**config.mk**
```make
export PLATFORM = sky130hd
export DESIGN_NAME = mci_top
export DESIGN_NICKNAME = d
export VERILOG_FILES = /design/src/rtl/mci_pkg.sv /design/src/rtl/mci_addr_decode.sv /design/src/rtl/mci_csr_bank.sv /design/src/rtl/mci_req_port.sv /design/src/rtl/mci_top.sv /design/src/rtl/mci_wdt.sv
export SDC_FILE = /design/constraint.sdc
export NUM_CORES = 1
export LEC_CHECK = 0
export ABC_AREA = 0
export BUFFER_PORTS_ARGS = -buffer_cell sky130_fd_sc_hd__clkbuf_2
export CORE_ASPECT_RATIO = 0.6
export CORE_MARGIN = 2
export CORE_UTILIZATION = 50
export CTS_CLUSTER_DIAMETER = 120
export CTS_CLUSTER_SIZE = 16
export DETAILED_ROUTE_END_ITERATION = 6
export GPL_ROUTABILITY_DRIVEN = 0
export PLACE_DENSITY = 0.84
export SETUP_SLACK_MARGIN = 0.4
export SLEW_MARGIN = 20
export SYNTH_ARGS = -nofsm -noshare
export SYNTH_HDL_FRONTEND = slang
export SYNTH_HIERARCHICAL = 1
export SYNTH_SLANG_ARGS = --single-unit
```
**constraint.sdc**
```tcl
create_clock -name clk -period 9.7 [get_ports clk]
set_clock_uncertainty 0.05 [all_clocks]
set_input_delay 2.91 -clock clk [delete_from_list [all_inputs] [get_ports clk]]
set_output_delay 2.91 -clock clk [all_outputs]
set_load 0.05 [all_outputs]
```
**src/rtl/mci_pkg.sv**
```systemverilog
package mci_pkg;

    ///////////////////////////////
    // Widths and vector types
    ///////////////////////////////

    localparam int MCI_ADDR_W = 32;
    localparam int MCI_DATA_W = 32;
    localparam int MCI_USER_W = 32;

    typedef logic [MCI_ADDR_W-1:0] mci_addr_t;
    typedef logic [MCI_DATA_W-1:0] mci_data_t;
    typedef logic [MCI_USER_W-1:0] mci_user_t;

    // Fatal and non-fatal error inputs
    localparam int MCI_ERR_W = 8;

    typedef logic [MCI_ERR_W-1:0] mci_err_vec_t;

    ///////////////////////////////
    // Register map
    ///////////////////////////////

    localparam mci_addr_t MCI_ADDR_GENERIC_OUT    = 32'h0000_0000;
    localparam mci_addr_t MCI_ADDR_WDT_EN         = 32'h0000_0004;
    localparam mci_addr_t MCI_ADDR_WDT_PERIOD     = 32'h0000_0008;
    localparam mci_addr_t MCI_ADDR_WDT_RESTART    = 32'h0000_000C;
    localparam mci_addr_t MCI_ADDR_ERR_STATUS     = 32'h0000_0010;
    localparam mci_addr_t MCI_ADDR_ERR_FATAL_MASK = 32'h0000_0014;

    typedef enum logic [2:0] {
        MCI_REG_GENERIC_OUT    = 3'd0,
        MCI_REG_WDT_EN         = 3'd1,
        MCI_REG_WDT_PERIOD     = 3'd2,
        MCI_REG_WDT_RESTART    = 3'd3,
        MCI_REG_ERR_STATUS     = 3'd4,
        MCI_REG_ERR_FATAL_MASK = 3'd5,
        MCI_REG_NONE           = 3'd7
    } mci_reg_e;

    ///////////////////////////////
    // Stage payloads
    ///////////////////////////////

    typedef struct packed {
        mci_addr_t addr;
        logic      write;
        mci_data_t wdata;
        mci_user_t user;
    } mci_req_t;

    // Decoded access, priv set when user matches the strap
    typedef struct packed {
        mci_reg_e  csr;
        logic      write;
        mci_data_t wdata;
        logic      priv;
        logic      bad_addr;
    } mci_dec_t;

    typedef struct packed {
        mci_data_t rdata;
        logic      err;
    } mci_rsp_t;

    typedef enum logic [1:0] {
        MCI_PORT_IDLE = 2'd0,
        MCI_PORT_BUSY = 2'd1,
        MCI_PORT_DONE = 2'd2
    } mci_port_state_e;

endpackage

```
**src/rtl/mci_addr_decode.sv**
```systemverilog
`timescale 1ns/1ps

module mci_addr_decode
    import mci_pkg::*;
(
    input  logic      clk,
    input  logic      rst_n_i,
    input  logic      req_valid_i,
    input  mci_req_t  req_i,
    input  mci_user_t strap_priv_user_i,
    output logic      dec_valid_o,
    output mci_dec_t  dec_o
);

    mci_reg_e csr_sel;
    logic     bad_addr;
    logic     dec_valid_q;
    mci_dec_t dec_q;

    // Word addresses only, anything else is a bad address
    always_comb begin
        bad_addr = 1'b0;
        case (req_i.addr)
            MCI_ADDR_GENERIC_OUT:    csr_sel = MCI_REG_GENERIC_OUT;
            MCI_ADDR_WDT_EN:         csr_sel = MCI_REG_WDT_EN;
            MCI_ADDR_WDT_PERIOD:     csr_sel = MCI_REG_WDT_PERIOD;
            MCI_ADDR_WDT_RESTART:    csr_sel = MCI_REG_WDT_RESTART;
            MCI_ADDR_ERR_STATUS:     csr_sel = MCI_REG_ERR_STATUS;
            MCI_ADDR_ERR_FATAL_MASK: csr_sel = MCI_REG_ERR_FATAL_MASK;
            default: begin
                csr_sel  = MCI_REG_NONE;
                bad_addr = 1'b1;
            end
        endcase
    end

    always_ff @(posedge clk or negedge rst_n_i) begin
        if (!rst_n_i) begin
            dec_valid_q <= 1'b0;
        end else begin
            dec_valid_q <= req_valid_i;
        end
    end

    // Privilege decided here once, the bank trusts the flag
    always_ff @(posedge clk) begin
        if (req_valid_i) begin
            dec_q.csr      <= csr_sel;
            dec_q.write    <= req_i.write;
            dec_q.wdata    <= req_i.wdata;
            dec_q.priv     <= (req_i.user == strap_priv_user_i);
            dec_q.bad_addr <= bad_addr;
        end
    end

    assign dec_valid_o = dec_valid_q;
    assign dec_o       = dec_q;

endmodule

```
**src/rtl/mci_csr_bank.sv**
```systemverilog
`timescale 1ns/1ps

module mci_csr_bank
    import mci_pkg::*;
(
    input  logic         clk,
    input  logic         rst_n_i,
    input  logic         dec_valid_i,
    input  mci_dec_t     dec_i,
    output logic         rsp_valid_o,
    output mci_rsp_t     rsp_o,

    // Watchdog control and status
    output logic         wdt_en_o,
    output mci_data_t    wdt_period_o,
    output logic         wdt_restart_o,
    input  logic         wdt_t1_i,
    input  logic         wdt_nmi_i,

    input  mci_err_vec_t agg_error_fatal_i,
    input  mci_err_vec_t agg_error_non_fatal_i,
    output mci_data_t    generic_out_o,
    output logic         all_error_fatal_o,
    output logic         all_error_non_fatal_o
);

    mci_data_t generic_out_q;
    logic      wdt_en_q;
    mci_data_t wdt_period_q;
    logic      wdt_restart_q;
    mci_data_t fatal_mask_q;
    logic      fatal_q;
    logic      non_fatal_q;
    logic      rsp_valid_q;
    mci_rsp_t  rsp_q;

    logic      priv_reg;
    logic      acc_err;
    logic      wr_en;
    mci_data_t rdata;

    ///////////////////////////////
    // Access check and readback
    ///////////////////////////////

    always_comb begin
        priv_reg = dec_i.csr inside {MCI_REG_WDT_EN, MCI_REG_WDT_PERIOD,
                                     MCI_REG_WDT_RESTART, MCI_REG_ERR_FATAL_MASK};
        acc_err  = dec_i.bad_addr || (dec_i.write && priv_reg && !dec_i.priv);
        wr_en    = dec_valid_i && dec_i.write && !acc_err;
    end

    always_comb begin
        case (dec_i.csr)
            MCI_REG_GENERIC_OUT:    rdata = generic_out_q;
            MCI_REG_WDT_EN:         rdata = mci_data_t'(wdt_en_q);
            MCI_REG_WDT_PERIOD:     rdata = wdt_period_q;
            MCI_REG_ERR_STATUS:     rdata = mci_data_t'({wdt_nmi_i, wdt_t1_i});
            MCI_REG_ERR_FATAL_MASK: rdata = fatal_mask_q;
            // Restart and unmapped addresses read zero
            default:                rdata = '0;
        endcase
    end

    always_ff @(posedge clk or negedge rst_n_i) begin
        if (!rst_n_i) begin
            generic_out_q <= '0;
            wdt_en_q      <= 1'b0;
            wdt_period_q  <= '0;
            wdt_restart_q <= 1'b0;
            fatal_mask_q  <= '0;
            fatal_q       <= 1'b0;
            non_fatal_q   <= 1'b0;
            rsp_valid_q   <= 1'b0;
        end else begin
            rsp_valid_q   <= dec_valid_i;
            wdt_restart_q <= 1'b0;
            fatal_q       <= |(agg_error_fatal_i & ~fatal_mask_q[MCI_ERR_W-1:0]);
            non_fatal_q   <= |agg_error_non_fatal_i;
            if (wr_en) begin
                case (dec_i.csr)
                    MCI_REG_GENERIC_OUT:    generic_out_q <= dec_i.wdata;
                    MCI_REG_WDT_EN:         wdt_en_q      <= dec_i.wdata[0];
                    MCI_REG_WDT_PERIOD:     wdt_period_q  <= dec_i.wdata;
                    MCI_REG_WDT_RESTART:    wdt_restart_q <= 1'b1;
                    MCI_REG_ERR_FATAL_MASK: fatal_mask_q  <= dec_i.wdata;
                    default: ;
                endcase
            end
        end
    end

    // Writes return zero data
    always_ff @(posedge clk) begin
        if (dec_valid_i) begin
            rsp_q.rdata <= dec_i.write ? '0 : rdata;
            rsp_q.err   <= acc_err;
        end
    end

    assign rsp_valid_o           = rsp_valid_q;
    assign rsp_o                 = rsp_q;
    assign wdt_en_o              = wdt_en_q;
    assign wdt_period_o          = wdt_period_q;
    assign wdt_restart_o         = wdt_restart_q;
    assign generic_out_o         = generic_out_q;
    assign all_error_fatal_o     = fatal_q;
    assign all_error_non_fatal_o = non_fatal_q;

    // Refused access leaves every register as it was
    err_no_update_a: assert property (@(posedge clk) disable iff (!rst_n_i)
        rsp_valid_o && rsp_o.err |->
            $stable({generic_out_q, wdt_en_q, wdt_period_q, fatal_mask_q}) && !wdt_restart_q);

endmodule

```
**src/rtl/mci_req_port.sv**
```systemverilog
`timescale 1ns/1ps

module mci_req_port
    import mci_pkg::*;
(
    input  logic     clk,
    input  logic     rst_n_i,

    // Host side, four-phase handshake
    input  logic     req_i,
    input  mci_req_t req_data_i,
    output logic     ack_o,
    output mci_rsp_t rsp_o,

    // Pipeline side
    output logic     req_valid_o,
    output mci_req_t req_o,
    input  logic     rsp_valid_i,
    input  mci_rsp_t rsp_i
);

    mci_port_state_e state_q;
    logic            ack_q;
    logic            req_valid_q;
    mci_req_t        req_q;
    mci_rsp_t        rsp_q;

    always_ff @(posedge clk or negedge rst_n_i) begin
        if (!rst_n_i) begin
            state_q     <= MCI_PORT_IDLE;
            ack_q       <= 1'b0;
            req_valid_q <= 1'b0;
        end else begin
            req_valid_q <= 1'b0;
            case (state_q)
                MCI_PORT_IDLE: begin
                    if (req_i) begin
                        req_valid_q <= 1'b1;
                        state_q     <= MCI_PORT_BUSY;
                    end
                end
                MCI_PORT_BUSY: begin
                    if (rsp_valid_i) begin
                        ack_q   <= 1'b1;
                        state_q <= MCI_PORT_DONE;
                    end
                end
                // Hold ack until the host drops req
                MCI_PORT_DONE: begin
                    if (!req_i) begin
                        ack_q   <= 1'b0;
                        state_q <= MCI_PORT_IDLE;
                    end
                end
                default: state_q <= MCI_PORT_IDLE;
            endcase
        end
    end

    always_ff @(posedge clk) begin
        if (state_q == MCI_PORT_IDLE && req_i) begin
            req_q <= req_data_i;
        end
        if (rsp_valid_i) begin
            rsp_q <= rsp_i;
        end
    end

    assign ack_o       = ack_q;
    assign rsp_o       = rsp_q;
    assign req_valid_o = req_valid_q;
    assign req_o       = req_q;

    ///////////////////////////////
    // Assertions
    ///////////////////////////////

    ack_needs_req_a: assert property (@(posedge clk) disable iff (!rst_n_i)
        $rose(ack_o) |-> req_i);

    // Pipeline answers only the request in flight
    rsp_in_busy_a: assert property (@(posedge clk) disable iff (!rst_n_i)
        rsp_valid_i |-> state_q == MCI_PORT_BUSY);

endmodule

```
**src/rtl/mci_top.sv**
```systemverilog
`timescale 1ns/1ps

module mci_top
    import mci_pkg::*;
(
    input  logic         clk,
    input  logic         rst_n_i,
    input  logic         req_i,
    input  mci_req_t     req_data_i,
    output logic         ack_o,
    output mci_rsp_t     rsp_o,
    input  mci_user_t    strap_priv_user_i,
    input  mci_err_vec_t agg_error_fatal_i,
    input  mci_err_vec_t agg_error_non_fatal_i,
    output mci_data_t    generic_out_o,
    output logic         mci_intr_o,
    output logic         nmi_o,
    output logic         all_error_fatal_o,
    output logic         all_error_non_fatal_o
);

    logic      req_valid;
    mci_req_t  req;
    logic      dec_valid;
    mci_dec_t  dec;
    logic      rsp_valid;
    mci_rsp_t  rsp;
    logic      wdt_en;
    mci_data_t wdt_period;
    logic      wdt_restart;

    mci_req_port i_mci_req_port (
        .clk, .rst_n_i, .req_i, .req_data_i, .ack_o, .rsp_o,
        .req_valid_o(req_valid), .req_o(req), .rsp_valid_i(rsp_valid), .rsp_i(rsp)
    );

    mci_addr_decode i_mci_addr_decode (
        .clk, .rst_n_i, .req_valid_i(req_valid), .req_i(req), .strap_priv_user_i,
        .dec_valid_o(dec_valid), .dec_o(dec)
    );

    // CSR bank, t1 doubles as the MCU interrupt
    mci_csr_bank i_mci_csr_bank (
        .clk, .rst_n_i, .dec_valid_i(dec_valid), .dec_i(dec),
        .rsp_valid_o(rsp_valid), .rsp_o(rsp),
        .wdt_en_o(wdt_en), .wdt_period_o(wdt_period), .wdt_restart_o(wdt_restart),
        .wdt_t1_i(mci_intr_o), .wdt_nmi_i(nmi_o),
        .agg_error_fatal_i, .agg_error_non_fatal_i, .generic_out_o,
        .all_error_fatal_o, .all_error_non_fatal_o
    );

    mci_wdt i_mci_wdt (
        .clk, .rst_n_i, .en_i(wdt_en), .period_i(wdt_period), .restart_i(wdt_restart),
        .t1_timeout_o(mci_intr_o), .nmi_o
    );

endmodule

```
**src/rtl/mci_wdt.sv**
```systemverilog
`timescale 1ns/1ps

module mci_wdt
    import mci_pkg::*;
(
    input  logic      clk,
    input  logic      rst_n_i,
    input  logic      en_i,
    input  mci_data_t period_i,
    input  logic      restart_i,
    output logic      t1_timeout_o,
    output logic      nmi_o
);

    mci_data_t cnt_q;
    logic      t1_q;
    logic      nmi_q;

    ///////////////////////////////
    // Two-stage timer
    ///////////////////////////////

    always_ff @(posedge clk or negedge rst_n_i) begin
        if (!rst_n_i) begin
            cnt_q <= '0;
            t1_q  <= 1'b0;
            nmi_q <= 1'b0;
        end else if (restart_i) begin
            // Service clears the first stage only
            cnt_q <= '0;
            t1_q  <= 1'b0;
        end else if (!en_i) begin
            cnt_q <= '0;
        end else if (cnt_q == period_i) begin
            cnt_q <= '0;
            if (t1_q) begin
                nmi_q <= 1'b1;
            end else begin
                t1_q <= 1'b1;
            end
        end else begin
            cnt_q <= cnt_q + 1'b1;
        end
    end

    assign t1_timeout_o = t1_q;
    assign nmi_o        = nmi_q;

    // Second expiry only after an unserviced first one
    nmi_after_t1_a: assert property (@(posedge clk) disable iff (!rst_n_i)
        $rose(nmi_o) |-> $past(t1_timeout_o));

endmodule

```
==> results.json <==
{
  "status": "finished, final reports clean",
  "die_w_um": 217,
  "worstPathRequired_ps": 9810,
  "worst_setup_path_end_kind": "register",
  "clock_sinks": 341,
  "first_iter_violations": 554,
  "ys_types": 55,
  "ys_warn_count": 6,
  "synth-edff-count": 201,
  "critical_path_buf_inv_count": 2,
  "drc": 0,
  "grt_usage": 0.202,
  "min_period_over_period": 0.482,
  "drt-total-wl_mm": 28.4,
  "critical_path.max_stage_delay_ps": 910,
  "powerDensity_nw_per_um2": 199,
  "initial_core_util": 0.511,
  "yosysMostFrequentCell": "edfxtp_1",
  "peakVddDrop_uv": 167,
  "synth_nets": 999,
  "antenna_found_initial": 0,
  "io_buffers": 217,
  "drive_above_1_share": 0.369,
  "synthFlopType": "edfxtp_1",
  "critPathKind": "in -> reg",
  "seq_area_frac_synth": 0.702,
  "synth_cells": 850,
  "yosys.area.top_type": "edfxtp_1",
  "p_leak_nw": 6.83,
  "placed_cells": 1404,
  "io_pins": 218,
  "slew_violations": 0,
  "fmaxAchievable_mhz": 214,
  "cts-root-buf": "clkbuf_16",
  "crit_chain": "clkbuf_2 -> nor3b_4 -> buf_4",
  "htree_levels": 1,
  "vias_per_cell": 5.32,
  "path_delay_family": "buffers and inverters",
  "synth_top_cell_area_share": 0.444,
  "ys_ff_latch": 341,
  "tns_ps": 0,
  "async_flop_share": 0.411,
  "synthesis.area_um2": 13600,
  "drv_cap": 0,
  "final_cells": 1450,
  "hold_violations": 0,
  "grt_pass1_wl_mm": 44.7,
  "worst_pin_slew_ps": 1060,
  "fp.dieH_um": 132,
  "grt_pass1_vias": 7970,
  "antenna_left": 0,
  "cp_slowest_cell": "buf_4",
  "synthTopCellsByCount": "201 x edfxtp_1, 140 x dfrtp_1, 95 x mux2_2, 76 x xor2_1, 73 x nor2_1",
  "avgSynthCellArea_um2": 16.0,
  "core-area_um2": 26600,
  "syn_to_final_growth_pct": 15.9,
  "grt_overflow": 0,
  "maxSlewHeadroom": 0.290,
  "startpoint_type": "primary input",
  "rsz0062_at_grt": "no",
  "cts_resized": 0,
  "cts_hold_buf": 0,
  "critPathMaxFanout": 83,
  "setup_viol": 0,
  "fin_crit_ps": 4680,
  "cts_post_setup_buffers_inserted": 0,
  "numCtsBuffers": 25,
  "synth_top_cells_by_area": "edfxtp_1 44%, dfrtp_1 26%, mux2_2 7.9%",
  "cts_max_path_buffers": 3,
  "antenna_cells": 0,
  "path_clk_slew_ps": 70,
  "cts_tree": "done",
  "hpwl_mm": 19.5,
  "wl_per_cell_um": 19.6,
  "fin_area_um2": 15800,
  "clkLatencyLatePin_ps": 550,
  "rows": 46,
  "dr.pass1.iters": 6,
  "place_area_um2": 15000,
  "fin_nets": 1220,
  "die_area_um2": 28600,
  "final_util": 0.593,
  "vias": 7714,
  "worstPathArrival_ps": 4790,
  "grt_max_degree": 86,
  "hold_path_class": "reg -> reg"
}
placed cells by master, fill, tap and decap left out, types with 3 or more instances in the layout:
cell type	n
clkbuf_2	216
nand3_1	16
buf_4	10
nand2_1	18
nor3_1	6
mux2_4	30
a22oi_1	29
clkbuf_1	19
mux2_2	95
dfrtp_1	138
xnor2_1	18
xor2_1	76
nor4_1	24
nand4_2	3
nor2_1	73
clkbuf_16	25
inv_1	17
and4_1	3
mux2_1	3
edfxtp_1	201
o22ai_1	4
nand4_1	16
and3_1	3
sequential cells by signal, indices dropped and copies added (netlist names):
signal and flops:
i_mci_csr_bank/wdt_period_o 32, i_mci_csr_bank/fatal_mask_q 32, i_mci_csr_bank/rsp_valid_o 1, i_mci_csr_bank/generic_out_o 32
i_mci_addr_decode/dec_valid_o 1, i_mci_req_port/ack_o 1, i_mci_wdt/cnt_q 32, i_mci_csr_bank/wdt_restart_o 1
i_mci_csr_bank/wdt_en_o 1, i_mci_req_port/req_valid_o 1, i_mci_addr_decode/dec_o 38, i_mci_req_port/rsp_o 33
i_mci_req_port/req_o 97, i_mci_csr_bank/all_error_non_fatal_o 1, i_mci_req_port/state_q 2, i_mci_wdt/nmi_o 1
i_mci_csr_bank/rsp_o 33, i_mci_csr_bank/all_error_fatal_o 1, i_mci_wdt/t1_timeout_o 1
per-layer routing:
layer	wire length, um	global-route usage	part of all wire
met1	13300	0.305	0.47
met4	406	0.0369	0.014
met2	12700	0.307	0.45
met5	0	0	0
met3	1930	0.0427	0.068
per-stage QoR:
step / hold slack [ps] / power (W) / setup WS [ps]
floorplan: 350 / 0.00206 / 2500
global placement: 351 / 0.00218 / 4520
detailed placement: 355 / 0.00220 / 4440
CTS: 371 / 0.00317 / 5020
global route: 379 / 0.00326 / 4880
finish: 365 / 0.00314 / 5020
where the power goes:
group / internal (W) / leakage, nW / switching (W)
Combinational: 0.0000694 / 2.70 / 0.000214
Sequential: 0.00177 / 3.78 / 0.000109
Clock: 0.000494 / 0.347 / 0.000485
area by class of cell:
class / count / area, um2
clock buffers: 44 / 697
clock inverters: 2 / 36.3
fillers: 2013 / 10800
inverters: 17 / 63.8
multi-input cells: 459 / 3800
flip-flops and latches: 341 / 9540
well taps: 360 / 450
repair buffers: 227 / 1170
path summary, 6_finish.rpt:
kind,start,to,slack [ps],cells after the start
worst min-delay path,i_mci_req_port/req_o[62]$_DFFE_PP_,i_mci_addr_decode/dec_o[32]$_DFFE_PP_,370,0
worst min register to register,i_mci_req_port/req_o[62]$_DFFE_PP_,i_mci_addr_decode/dec_o[32]$_DFFE_PP_,370,0
min in group asynchronous,rst_n_i,i_mci_req_port/ack_o$_DFFE_PN0P_,2350,1
max in group asynchronous,rst_n_i,i_mci_csr_bank/generic_out_o[14]$_DFFE_PN0P_,6010,2
worst max register to register,i_mci_addr_decode/dec_o[37]$_DFFE_PP_,i_mci_csr_bank/rsp_o[26]$_SDFFCE_PP0P_,6800,4
worst max-delay path,req_i,i_mci_req_port/req_o[8]$_DFFE_PP_,5020,3
cell families after synthesis:
family                     after synthesis  share of synthesized area
xor gates and xnor gates                94                     0.0606
muxes                                  130                      0.116
buffers and inverters                   50                     0.0199
AOI/OAI and AO/OA                       48                     0.0269
and+or+nand+nor                        186                     0.0744
DFF                                    341                      0.702
adders and majority gates                1                   0.000920
No activity file was read; power rests on OpenSTA's default activity.
